### src/hw/histCfg.svh
`ifndef HIST_CFG_SVH
`define HIST_CFG_SVH

// sensor array
`define HIST_PIXELS 4
`define PIXEL_BITS 2

// timestamp and histogram shape
`define TDC_BITS 10
`define HIST_BIN_BITS 4     // top tdc bits, 16 bins per pixel
`define COUNT_BITS 6        // bin counters saturate at all ones

// ram address is {pixel, bin}
`define RAM_ADDR_BITS (`PIXEL_BITS + `HIST_BIN_BITS)

// link credits
`define IN_CREDITS 4        // also the receive fifo depth
`define OUT_CREDITS 2       // initial credit granted by the result receiver

`endif

### src/hw/histPkg.sv
package histPkg;

    // histogram engine states
    typedef enum logic [2:0] {
        stClear = 3'd0,  // zeroing the ram after reset
        stIdle  = 3'd1,
        stCount = 3'd2,  // samples in the increment pipeline
        stDrain = 3'd3,  // frame end seen, waiting for the last write
        stScan  = 3'd4,  // reading one pixel's bins
        stEmit  = 3'd5   // presenting the peak of that pixel
    } buildState;

endpackage

### src/hw/linkPkg.sv
package linkPkg;

    // word types on the timestamp input link
    typedef enum logic [0:0] {
        opSample   = 1'b0,  // pixel number plus tdc code
        opFrameEnd = 1'b1   // closes the frame, starts the peak scan
    } linkOp;

endpackage

### src/hw/histBuilder.sv
`include "histCfg.svh"

module histBuilder import linkPkg::*, histPkg::*; (
    input  logic                      clk,
    input  logic                      res,
    input  logic                      fifoValid,
    input  linkOp                     fifoOp,
    input  logic [`PIXEL_BITS-1:0]    fifoPixel,
    input  logic [`TDC_BITS-1:0]      fifoTdc,
    output logic                      fifoPop,
    output logic                      ramRdEn,
    output logic [`RAM_ADDR_BITS-1:0] ramRdAddr,
    input  logic [`COUNT_BITS-1:0]    ramRdData,
    output logic                      ramWrEn,
    output logic [`RAM_ADDR_BITS-1:0] ramWrAddr,
    output logic [`COUNT_BITS-1:0]    ramWrData,
    output logic                      resValid,
    output logic [`PIXEL_BITS-1:0]    resPixel,
    output logic [`HIST_BIN_BITS-1:0] resBin,
    output logic [`COUNT_BITS-1:0]    resCount,
    input  logic                      resFull
);
    buildState state;

    // increment pipeline, stage 1 reads and stage 2 writes back
    logic                      s1Valid;
    logic [`RAM_ADDR_BITS-1:0] s1Addr;
    logic                      s2Valid;
    logic [`RAM_ADDR_BITS-1:0] s2Addr;
    logic                      fwdHit;   // stage 2 must use last cycle's write data
    logic [`COUNT_BITS-1:0]    fwdData;
    logic [`COUNT_BITS-1:0]    oldCount;

    // clear and scan position
    logic [`PIXEL_BITS-1:0]    scanPixel;
    logic [`HIST_BIN_BITS-1:0] scanBin;
    logic                      lastBin;
    logic                      lastPixel;

    // peak search, one compare per returned bin
    logic                      cmpValid;
    logic [`HIST_BIN_BITS-1:0] cmpBin;
    logic [`COUNT_BITS-1:0]    maxCount;
    logic [`HIST_BIN_BITS-1:0] maxBin;
    logic                      better;

    assign lastBin   = scanBin == '1;
    assign lastPixel = scanPixel == `PIXEL_BITS'(`HIST_PIXELS - 1);

    assign fifoPop = fifoValid && (state == stIdle || state == stCount);

    assign oldCount  = fwdHit ? fwdData : ramRdData;
    assign ramRdEn   = s1Valid || state == stScan;
    assign ramRdAddr = (state == stScan) ? {scanPixel, scanBin} : s1Addr;
    assign ramWrEn   = state == stClear || s2Valid || cmpValid;

    always_comb begin
        ramWrAddr = s2Addr;
        ramWrData = '0;
        if (state == stClear) begin
            ramWrAddr = {scanPixel, scanBin};
        end else if (cmpValid) begin
            ramWrAddr = {scanPixel, cmpBin};  // zero the bin just compared
        end else if (s2Valid) begin
            ramWrData = (oldCount == '1) ? oldCount : oldCount + 1'b1;
        end
    end

    // strictly greater, so the lowest bin wins a tie
    assign better   = cmpValid && ramRdData > maxCount;
    assign resValid = state == stEmit && !resFull;
    assign resPixel = scanPixel;
    assign resBin   = better ? cmpBin : maxBin;
    assign resCount = better ? ramRdData : maxCount;

    always_ff @(posedge clk) begin
        s1Addr  <= {fifoPixel, fifoTdc[`TDC_BITS-1 -: `HIST_BIN_BITS]};
        s2Addr  <= s1Addr;
        fwdData <= ramWrData;
        cmpBin  <= scanBin;
    end

    always_ff @(posedge clk or negedge res) begin
        if (!res) begin
            state     <= stClear;
            s1Valid   <= 1'b0;
            s2Valid   <= 1'b0;
            fwdHit    <= 1'b0;
            cmpValid  <= 1'b0;
            scanPixel <= '0;
            scanBin   <= '0;
            maxCount  <= '0;
            maxBin    <= '0;
        end else begin
            s1Valid  <= fifoPop && fifoOp == opSample;
            s2Valid  <= s1Valid;
            fwdHit   <= s1Valid && s2Valid && s1Addr == s2Addr;
            cmpValid <= state == stScan;
            if (better) begin
                maxCount <= ramRdData;
                maxBin   <= cmpBin;
            end
            case (state)
                stClear: begin
                    scanBin <= scanBin + 1'b1;
                    if (lastBin) begin
                        scanPixel <= scanPixel + 1'b1;
                        if (lastPixel) begin
                            scanPixel <= '0;
                            state     <= stIdle;
                        end
                    end
                end
                stIdle, stCount: begin
                    if (fifoPop && fifoOp == opFrameEnd) begin
                        state <= stDrain;
                    end else if (fifoPop) begin
                        state <= stCount;
                    end else if (!s1Valid && !s2Valid) begin
                        state <= stIdle;
                    end
                end
                stDrain: begin
                    if (!s1Valid && !s2Valid) begin
                        state <= stScan;
                    end
                end
                stScan: begin
                    scanBin <= scanBin + 1'b1;  // wraps to bin 0 for the next pixel
                    if (lastBin) begin
                        state <= stEmit;
                    end
                end
                stEmit: begin
                    if (!resFull) begin
                        maxCount <= '0;
                        maxBin   <= '0;
                        if (lastPixel) begin
                            scanPixel <= '0;
                            state     <= stIdle;
                        end else begin
                            scanPixel <= scanPixel + 1'b1;
                            state     <= stScan;
                        end
                    end
                end
                default: state <= stIdle;
            endcase
        end
    end

endmodule

### src/hw/histRam.sv
`include "histCfg.svh"

module histRam (
    input  logic                      clk,
    input  logic                      ramWrEn,
    input  logic [`RAM_ADDR_BITS-1:0] ramWrAddr,
    input  logic [`COUNT_BITS-1:0]    ramWrData,
    input  logic                      ramRdEn,
    input  logic [`RAM_ADDR_BITS-1:0] ramRdAddr,
    output logic [`COUNT_BITS-1:0]    ramRdData
);
    // one count per {pixel, bin}
    logic [`COUNT_BITS-1:0] mem [2**`RAM_ADDR_BITS];

    always_ff @(posedge clk) begin
        if (ramWrEn) begin
            mem[ramWrAddr] <= ramWrData;
        end
    end

    // read first: a read and a write to one address in the same cycle
    // returns the old count, the builder forwards around this
    always_ff @(posedge clk) begin
        if (ramRdEn) begin
            ramRdData <= mem[ramRdAddr];
        end
    end

endmodule

### src/hw/histTop.sv
`include "histCfg.svh"

module histTop import linkPkg::*; (
    input  logic                      clk,
    input  logic                      res,
    // timestamp link in
    input  logic                      inValid,
    input  linkOp                     inOp,
    input  logic [`PIXEL_BITS-1:0]    inPixel,
    input  logic [`TDC_BITS-1:0]      inTdc,
    output logic                      inCredit,
    // peak result link out
    output logic                      outValid,
    output logic [`PIXEL_BITS-1:0]    outPixel,
    output logic [`HIST_BIN_BITS-1:0] outBin,
    output logic [`COUNT_BITS-1:0]    outCount,
    input  logic                      outCredit
);
    logic                      fifoValid;
    linkOp                     fifoOp;
    logic [`PIXEL_BITS-1:0]    fifoPixel;
    logic [`TDC_BITS-1:0]      fifoTdc;
    logic                      fifoPop;
    logic                      ramRdEn;
    logic [`RAM_ADDR_BITS-1:0] ramRdAddr;
    logic [`COUNT_BITS-1:0]    ramRdData;
    logic                      ramWrEn;
    logic [`RAM_ADDR_BITS-1:0] ramWrAddr;
    logic [`COUNT_BITS-1:0]    ramWrData;
    logic                      resValid;
    logic [`PIXEL_BITS-1:0]    resPixel;
    logic [`HIST_BIN_BITS-1:0] resBin;
    logic [`COUNT_BITS-1:0]    resCount;
    logic                      resFull;

    sampleIngress ingress (
        .clk(clk), .res(res), .inValid(inValid), .inOp(inOp), .inPixel(inPixel),
        .inTdc(inTdc), .inCredit(inCredit), .fifoValid(fifoValid), .fifoOp(fifoOp),
        .fifoPixel(fifoPixel), .fifoTdc(fifoTdc), .fifoPop(fifoPop)
    );

    histBuilder builder (
        .clk(clk), .res(res), .fifoValid(fifoValid), .fifoOp(fifoOp),
        .fifoPixel(fifoPixel), .fifoTdc(fifoTdc), .fifoPop(fifoPop),
        .ramRdEn(ramRdEn), .ramRdAddr(ramRdAddr), .ramRdData(ramRdData),
        .ramWrEn(ramWrEn), .ramWrAddr(ramWrAddr), .ramWrData(ramWrData),
        .resValid(resValid), .resPixel(resPixel), .resBin(resBin),
        .resCount(resCount), .resFull(resFull)
    );

    histRam ram (
        .clk(clk), .ramWrEn(ramWrEn), .ramWrAddr(ramWrAddr), .ramWrData(ramWrData),
        .ramRdEn(ramRdEn), .ramRdAddr(ramRdAddr), .ramRdData(ramRdData)
    );

    peakEgress egress (
        .clk(clk), .res(res), .resValid(resValid), .resPixel(resPixel),
        .resBin(resBin), .resCount(resCount), .resFull(resFull),
        .outValid(outValid), .outPixel(outPixel), .outBin(outBin),
        .outCount(outCount), .outCredit(outCredit)
    );

endmodule

### src/hw/peakEgress.sv
`include "histCfg.svh"

module peakEgress (
    input  logic                      clk,
    input  logic                      res,
    input  logic                      resValid,
    input  logic [`PIXEL_BITS-1:0]    resPixel,
    input  logic [`HIST_BIN_BITS-1:0] resBin,
    input  logic [`COUNT_BITS-1:0]    resCount,
    output logic                      resFull,
    output logic                      outValid,
    output logic [`PIXEL_BITS-1:0]    outPixel,
    output logic [`HIST_BIN_BITS-1:0] outBin,
    output logic [`COUNT_BITS-1:0]    outCount,
    input  logic                      outCredit
);
    // two entry result buffer
    logic [`PIXEL_BITS-1:0]    pixelBuf [2];
    logic [`HIST_BIN_BITS-1:0] binBuf   [2];
    logic [`COUNT_BITS-1:0]    countBuf [2];
    logic                      wrSel;
    logic                      rdSel;
    logic [1:0]                held;
    logic [$clog2(`OUT_CREDITS+1)-1:0] credits;

    assign resFull  = held == 2'd2;
    assign outValid = held != 2'd0 && credits != '0;  // one credit per send
    assign outPixel = pixelBuf[rdSel];
    assign outBin   = binBuf[rdSel];
    assign outCount = countBuf[rdSel];

    always_ff @(posedge clk) begin
        if (resValid) begin
            pixelBuf[wrSel] <= resPixel;
            binBuf[wrSel]   <= resBin;
            countBuf[wrSel] <= resCount;
        end
    end

    always_ff @(posedge clk or negedge res) begin
        if (!res) begin
            wrSel   <= 1'b0;
            rdSel   <= 1'b0;
            held    <= 2'd0;
            credits <= ($clog2(`OUT_CREDITS+1))'(`OUT_CREDITS);
        end else begin
            if (resValid) wrSel <= !wrSel;
            if (outValid) rdSel <= !rdSel;
            case ({resValid, outValid})
                2'b10:   held <= held + 1'b1;
                2'b01:   held <= held - 1'b1;
                default: held <= held;
            endcase
            case ({outValid, outCredit})
                2'b10:   credits <= credits - 1'b1;
                2'b01:   credits <= credits + 1'b1;
                default: credits <= credits;   // send and return cancel
            endcase
        end
    end

endmodule

### src/hw/sampleIngress.sv
`include "histCfg.svh"

module sampleIngress import linkPkg::*; (
    input  logic                   clk,
    input  logic                   res,
    input  logic                   inValid,
    input  linkOp                  inOp,
    input  logic [`PIXEL_BITS-1:0] inPixel,
    input  logic [`TDC_BITS-1:0]   inTdc,
    output logic                   inCredit,
    output logic                   fifoValid,
    output linkOp                  fifoOp,
    output logic [`PIXEL_BITS-1:0] fifoPixel,
    output logic [`TDC_BITS-1:0]   fifoTdc,
    input  logic                   fifoPop
);
    linkOp                            opMem    [`IN_CREDITS];
    logic [`PIXEL_BITS-1:0]           pixelMem [`IN_CREDITS];
    logic [`TDC_BITS-1:0]             tdcMem   [`IN_CREDITS];
    logic [$clog2(`IN_CREDITS)-1:0]   wrPtr;
    logic [$clog2(`IN_CREDITS)-1:0]   rdPtr;
    logic [$clog2(`IN_CREDITS+1)-1:0] used;
    logic                             pop;

    assign pop       = fifoPop && fifoValid;
    assign fifoValid = used != '0;
    assign fifoOp    = opMem[rdPtr];
    assign fifoPixel = pixelMem[rdPtr];
    assign fifoTdc   = tdcMem[rdPtr];

    // sender holds credits, so a write never finds the fifo full
    always_ff @(posedge clk) begin
        if (inValid) begin
            opMem[wrPtr]    <= inOp;
            pixelMem[wrPtr] <= inPixel;
            tdcMem[wrPtr]   <= inTdc;
        end
    end

    always_ff @(posedge clk or negedge res) begin
        if (!res) begin
            wrPtr    <= '0;
            rdPtr    <= '0;
            used     <= '0;
            inCredit <= 1'b0;
        end else begin
            inCredit <= pop;  // one credit back per word taken
            if (inValid) begin
                if (wrPtr == ($clog2(`IN_CREDITS))'(`IN_CREDITS - 1)) begin
                    wrPtr <= '0;
                end else begin
                    wrPtr <= wrPtr + 1'b1;
                end
            end
            if (pop) begin
                if (rdPtr == ($clog2(`IN_CREDITS))'(`IN_CREDITS - 1)) begin
                    rdPtr <= '0;
                end else begin
                    rdPtr <= rdPtr + 1'b1;
                end
            end
            case ({inValid, pop})
                2'b10:   used <= used + 1'b1;
                2'b01:   used <= used - 1'b1;
                default: used <= used;
            endcase
        end
    end

endmodule

### config.mk
export PLATFORM = sky130hd
export DESIGN_NAME = histTop
export DESIGN_NICKNAME = d
export VERILOG_FILES = /design/src/hw/histPkg.sv /design/src/hw/linkPkg.sv /design/src/hw/histBuilder.sv /design/src/hw/histRam.sv /design/src/hw/histTop.sv /design/src/hw/peakEgress.sv /design/src/hw/sampleIngress.sv
export VERILOG_INCLUDE_DIRS = /design/src /design/src/hw
export SDC_FILE = /design/constraint.sdc
export NUM_CORES = 1
export LEC_CHECK = 0
export BUFFER_PORTS_ARGS = -buffer_cell sky130_fd_sc_hd__buf_4
export CAP_MARGIN = 15
export CORE_ASPECT_RATIO = 2
export CORE_MARGIN = 2
export CORE_UTILIZATION = 41
export DETAILED_ROUTE_END_ITERATION = 6
export GPL_ROUTABILITY_DRIVEN = 0
export PLACE_DENSITY = 0.56
export SLEW_MARGIN = 20
export SYNTH_ARGS = -nofsm -noshare
export SYNTH_HDL_FRONTEND = slang
export SYNTH_SLANG_ARGS = --single-unit
### constraint.sdc
create_clock -name clk -period 5.1 [get_ports clk]
set_input_delay 0.765 -clock clk [delete_from_list [all_inputs] [get_ports clk]]
set_output_delay 0.765 -clock clk [all_outputs]
set_load 0.01 [all_outputs]
==> flow_summary.ini <==
[pwr]
p_leak_nw = 7.67
power.density_cell_area_nw_per_um2 = 374
totalPowerFinal_mw = 8.65
ir_drop_mv = 0.303

[cts]
tritoncts_num_sinks = 501
cts_tree = built
clkTransAtPathRegs_ns = 0.07
postCtsHoldBufs = 0
clock_tree.root_cell = sky130_fd_sc_hd__clkbuf_16
ctsLongestPathBuffers = 3
insertion_delay_ns = 0.56
cts-resized-gates = 0
htreeDepth = 2
cts_setup_buffers = 0
cts_buffers = 43

[sta]
post-route-period-util = 0.700
timing.hold.ws_ns = 0.154
setup_viol_count_final = 0
worst_clock_skew_on_the_final_layout_ns = 0.0146
fmax_mhz = 280
worst-slew-pin-transition_ns = 1.06
grt_setup_unrepaired = false
period_needed_ns = 3.57
max-slew-margin-rel = 0.294
setup_tns_final_ns = 0
finalMaxSlewViolations = 0
timing_hold_violations_final = 0

[yosys]
post_synth_inst_count = 1476
post_synth.cell_area_avg_um2 = 14.1
seq_area_frac_synth = 0.705
post_synth_num_cell_types = 66
synth.yosys.warnings = 0
netlist_area_pre_place_um2 = 20800
postSynth.asyncResetShare = 0.0739
synthTopCellsByArea = sky130_fd_sc_hd__edfxtp_1, sky130_fd_sc_hd__mux2i_1, sky130_fd_sc_hd__dfrtp_1, sky130_fd_sc_hd__nand2_1, sky130_fd_sc_hd__mux2_2
synth-edff-count = 442
synthMostInstantiatedCell = sky130_fd_sc_hd__edfxtp_1
cell_taking_the_most_area_after_synthesis = sky130_fd_sc_hd__edfxtp_1
ys_ff_latch = 501
netlist.area_leader.share = 0.639
syn_nets = 1511
postSynth.topFlopCell = sky130_fd_sc_hd__edfxtp_1
netlist_top_cells_count = sky130_fd_sc_hd__edfxtp_1, sky130_fd_sc_hd__nand2_1, sky130_fd_sc_hd__nor2_1

[floorplanning]
core_area_um2 = 50100
floorplan.die.height_um = 322
floorplan.die.width_um = 163
design.die.area_um2 = 52600
num_rows = 116
boundaryPins = 31
start_util = 0.415

[final_layout]
fill_cells = 4408
syn_to_final_growth_pct = 11.4
seq_area_um2 = 14600
layout-drive-gt1-share = 0.132
design.final.nets = 1538
multiInputGateArea_um2 = 5780
antenna_cells_inserted = 0
finish.instance_area_um2 = 23100

[setup_path]
critPathRequiredTime_ns = 5.46
crit_slowest_cell = sky130_fd_sc_hd__dfrtp_1
critical_path.max_fanout = 31
critical_path_cell_count = 9
timing.critical_path.from_type = flip-flop
timing.critical_path.buf_inv = 2
ff2ff_path_depth = 9
r2r-end = ram.ramRdData[3]
r2r_setup_slack_ns = 1.53
r2r_start = builder.state[0]
timing.critical_path.max_delay_family = compound AO/OA/AOI/OAI gates
arrival_ns = 3.93
setup.worst_path.class = flip-flop to flip-flop
cp-end-kind = flip-flop
critPathMostFrequentCell = sky130_fd_sc_hd__buf_4
crit_path_cell_trace = or3b_1 -> buf_4 -> a21o_4 -> buf_4 -> mux2i_1 -> mux2_2 -> a22oi_1 -> nand4_1 -> nor3_2
worst_path_largest_cell_delay_ns = 0.56

[detailed_routing]
routedWlPerCell_um = 22.7
per_cell_via_count_in_the_routed_design = 5.36
drt-initial-drc-count = 714
detailroute.via_count = 11700
detail_route.wirelength_mm = 49.5
drt_first_pass_iters = 5
remaining_drc_errors = 0
antenna_violating_nets_left = 0

[worst_hold_path]
worst_hold_path_type = input pin to asynchronous set/reset pin

[run]
cap_viol_max_count = 0

[placement]
place_area_um2 = 21700
detailedPlacementHpwl_mm = 32.8
io_buffers = 24

[grt]
grt_start_max_net_pins = 72
via_count_of_the_first_global_routing_pass = 12100
antenna_violations_before_repair = 0
groute.usage.overall = 0.192
global_route_wire_length_before_repair_mm = 74.2
global_route.overflow_total = 0

[outcome]
run_status = completed
==> report_power, final <==
group	switching, mW	internal [mW]	leakage, nW	total (mW)
combinational	0.424	0.252	3.13	0.676
sequential	0.0526	4.49	3.83	4.54
clock	1.46	1.98	0.714	3.43
==> cells by family (layout without fill, tap and decap cells) <==
group           Yosys count  in the layout  share of synthesized area
flops                   501            501                      0.705
xor+xnor                 22             22                    0.00928
mux                     174            174                     0.0926
simple gates            549            549                      0.121
fa+ha+maj                18             18                     0.0112
compound gates          131            131                     0.0402
buf+inv                  81            139                     0.0209
==> layout make-up <==
class / count / area share
Inverter: 18 / 0.00292
Timing Repair Buffer: 45 / 0.0162
Clock buffer: 53 / 0.0500
Tap cell: 649 / 0.0351
Clock inverter: 23 / 0.0132
Multi-Input combinational cell: 894 / 0.250
Sequential cell: 501 / 0.633
==> state kept, by name (all words and copies together), names as in the netlist, 2 cells and up <==
name,count
ingress.opMem,4
builder.scanBin,4
builder.state,3
builder.maxBin,4
builder.resPixel,2
ingress.used,3
builder.s2Addr,6
builder.s1Addr,6
egress.countBuf,12
ingress.pixelMem,8
builder.maxCount,6
builder.fwdData,6
builder.cmpBin,4
ingress.wrPtr,2
ingress.rdPtr,2
ram.ramRdData,6
egress.binBuf,8
egress.credits,2
egress.held,2
egress.pixelBuf,4
ram.mem,384
ingress.tdcMem,16
==> routing by layer <==
metal | GRT usage | vias to the layer above | wire (um)
met5 | 0 | - | 0
met1 | 0.195 | 5874 | 17100
met2 | 0.379 | 226 | 28400
met4 | 0.0987 | 0 | 2560
met3 | 0.0198 | 119 | 1400
li1 | - | 5479 | -
==> worst max path at each step <==
stage                     start          endpoint  slack, ns
2_1_floorplan    builder.fwdHit     ram.mem[0][3]       0.34
3_3_place_gp   builder.state[0]  ram.ramRdData[3]       1.49
3_5_place_dp   builder.state[1]  ram.ramRdData[3]       1.45
4_1_cts        builder.state[0]  ram.ramRdData[3]       1.42
5_1_grt        builder.state[0]  ram.ramRdData[3]       1.39
6_report       builder.state[0]  ram.ramRdData[3]       1.53
==> cell usage in the layout (no fill, tap or decap), drive strengths merged, types with 16 or more instances in the layout <==
| cell type | netlist | routed |
|---|---|---|
| ha | 17 | 17 |
| mux2 | 58 | 58 |
| mux2i | 108 | 108 |
| nand2 | 209 | 209 |
| dfrtp | 36 | 36 |
| inv | 18 | 20 |
| clkbuf | 13 | 53 |
| nand3 | 40 | 40 |
| nor2 | 166 | 166 |
| a21oi | 16 | 16 |
| and3 | 51 | 51 |
| edfxtp | 442 | 442 |
| dfxtp | 22 | 22 |
| buf | 50 | 45 |
| o21ai | 48 | 48 |
==> per-stage QoR <==
stage,instances,utilization,worst slack (ns)
2_1_floorplan,1476,-,0.343
3_3_place_gp,2107,0.433,1.49
3_5_place_dp,2107,0.433,1.45
4_1_cts,2183,0.462,1.42
5_1_grt,2183,0.462,1.39
6_report,2183,0.462,1.53
Power figures use the tool's default switching activity.
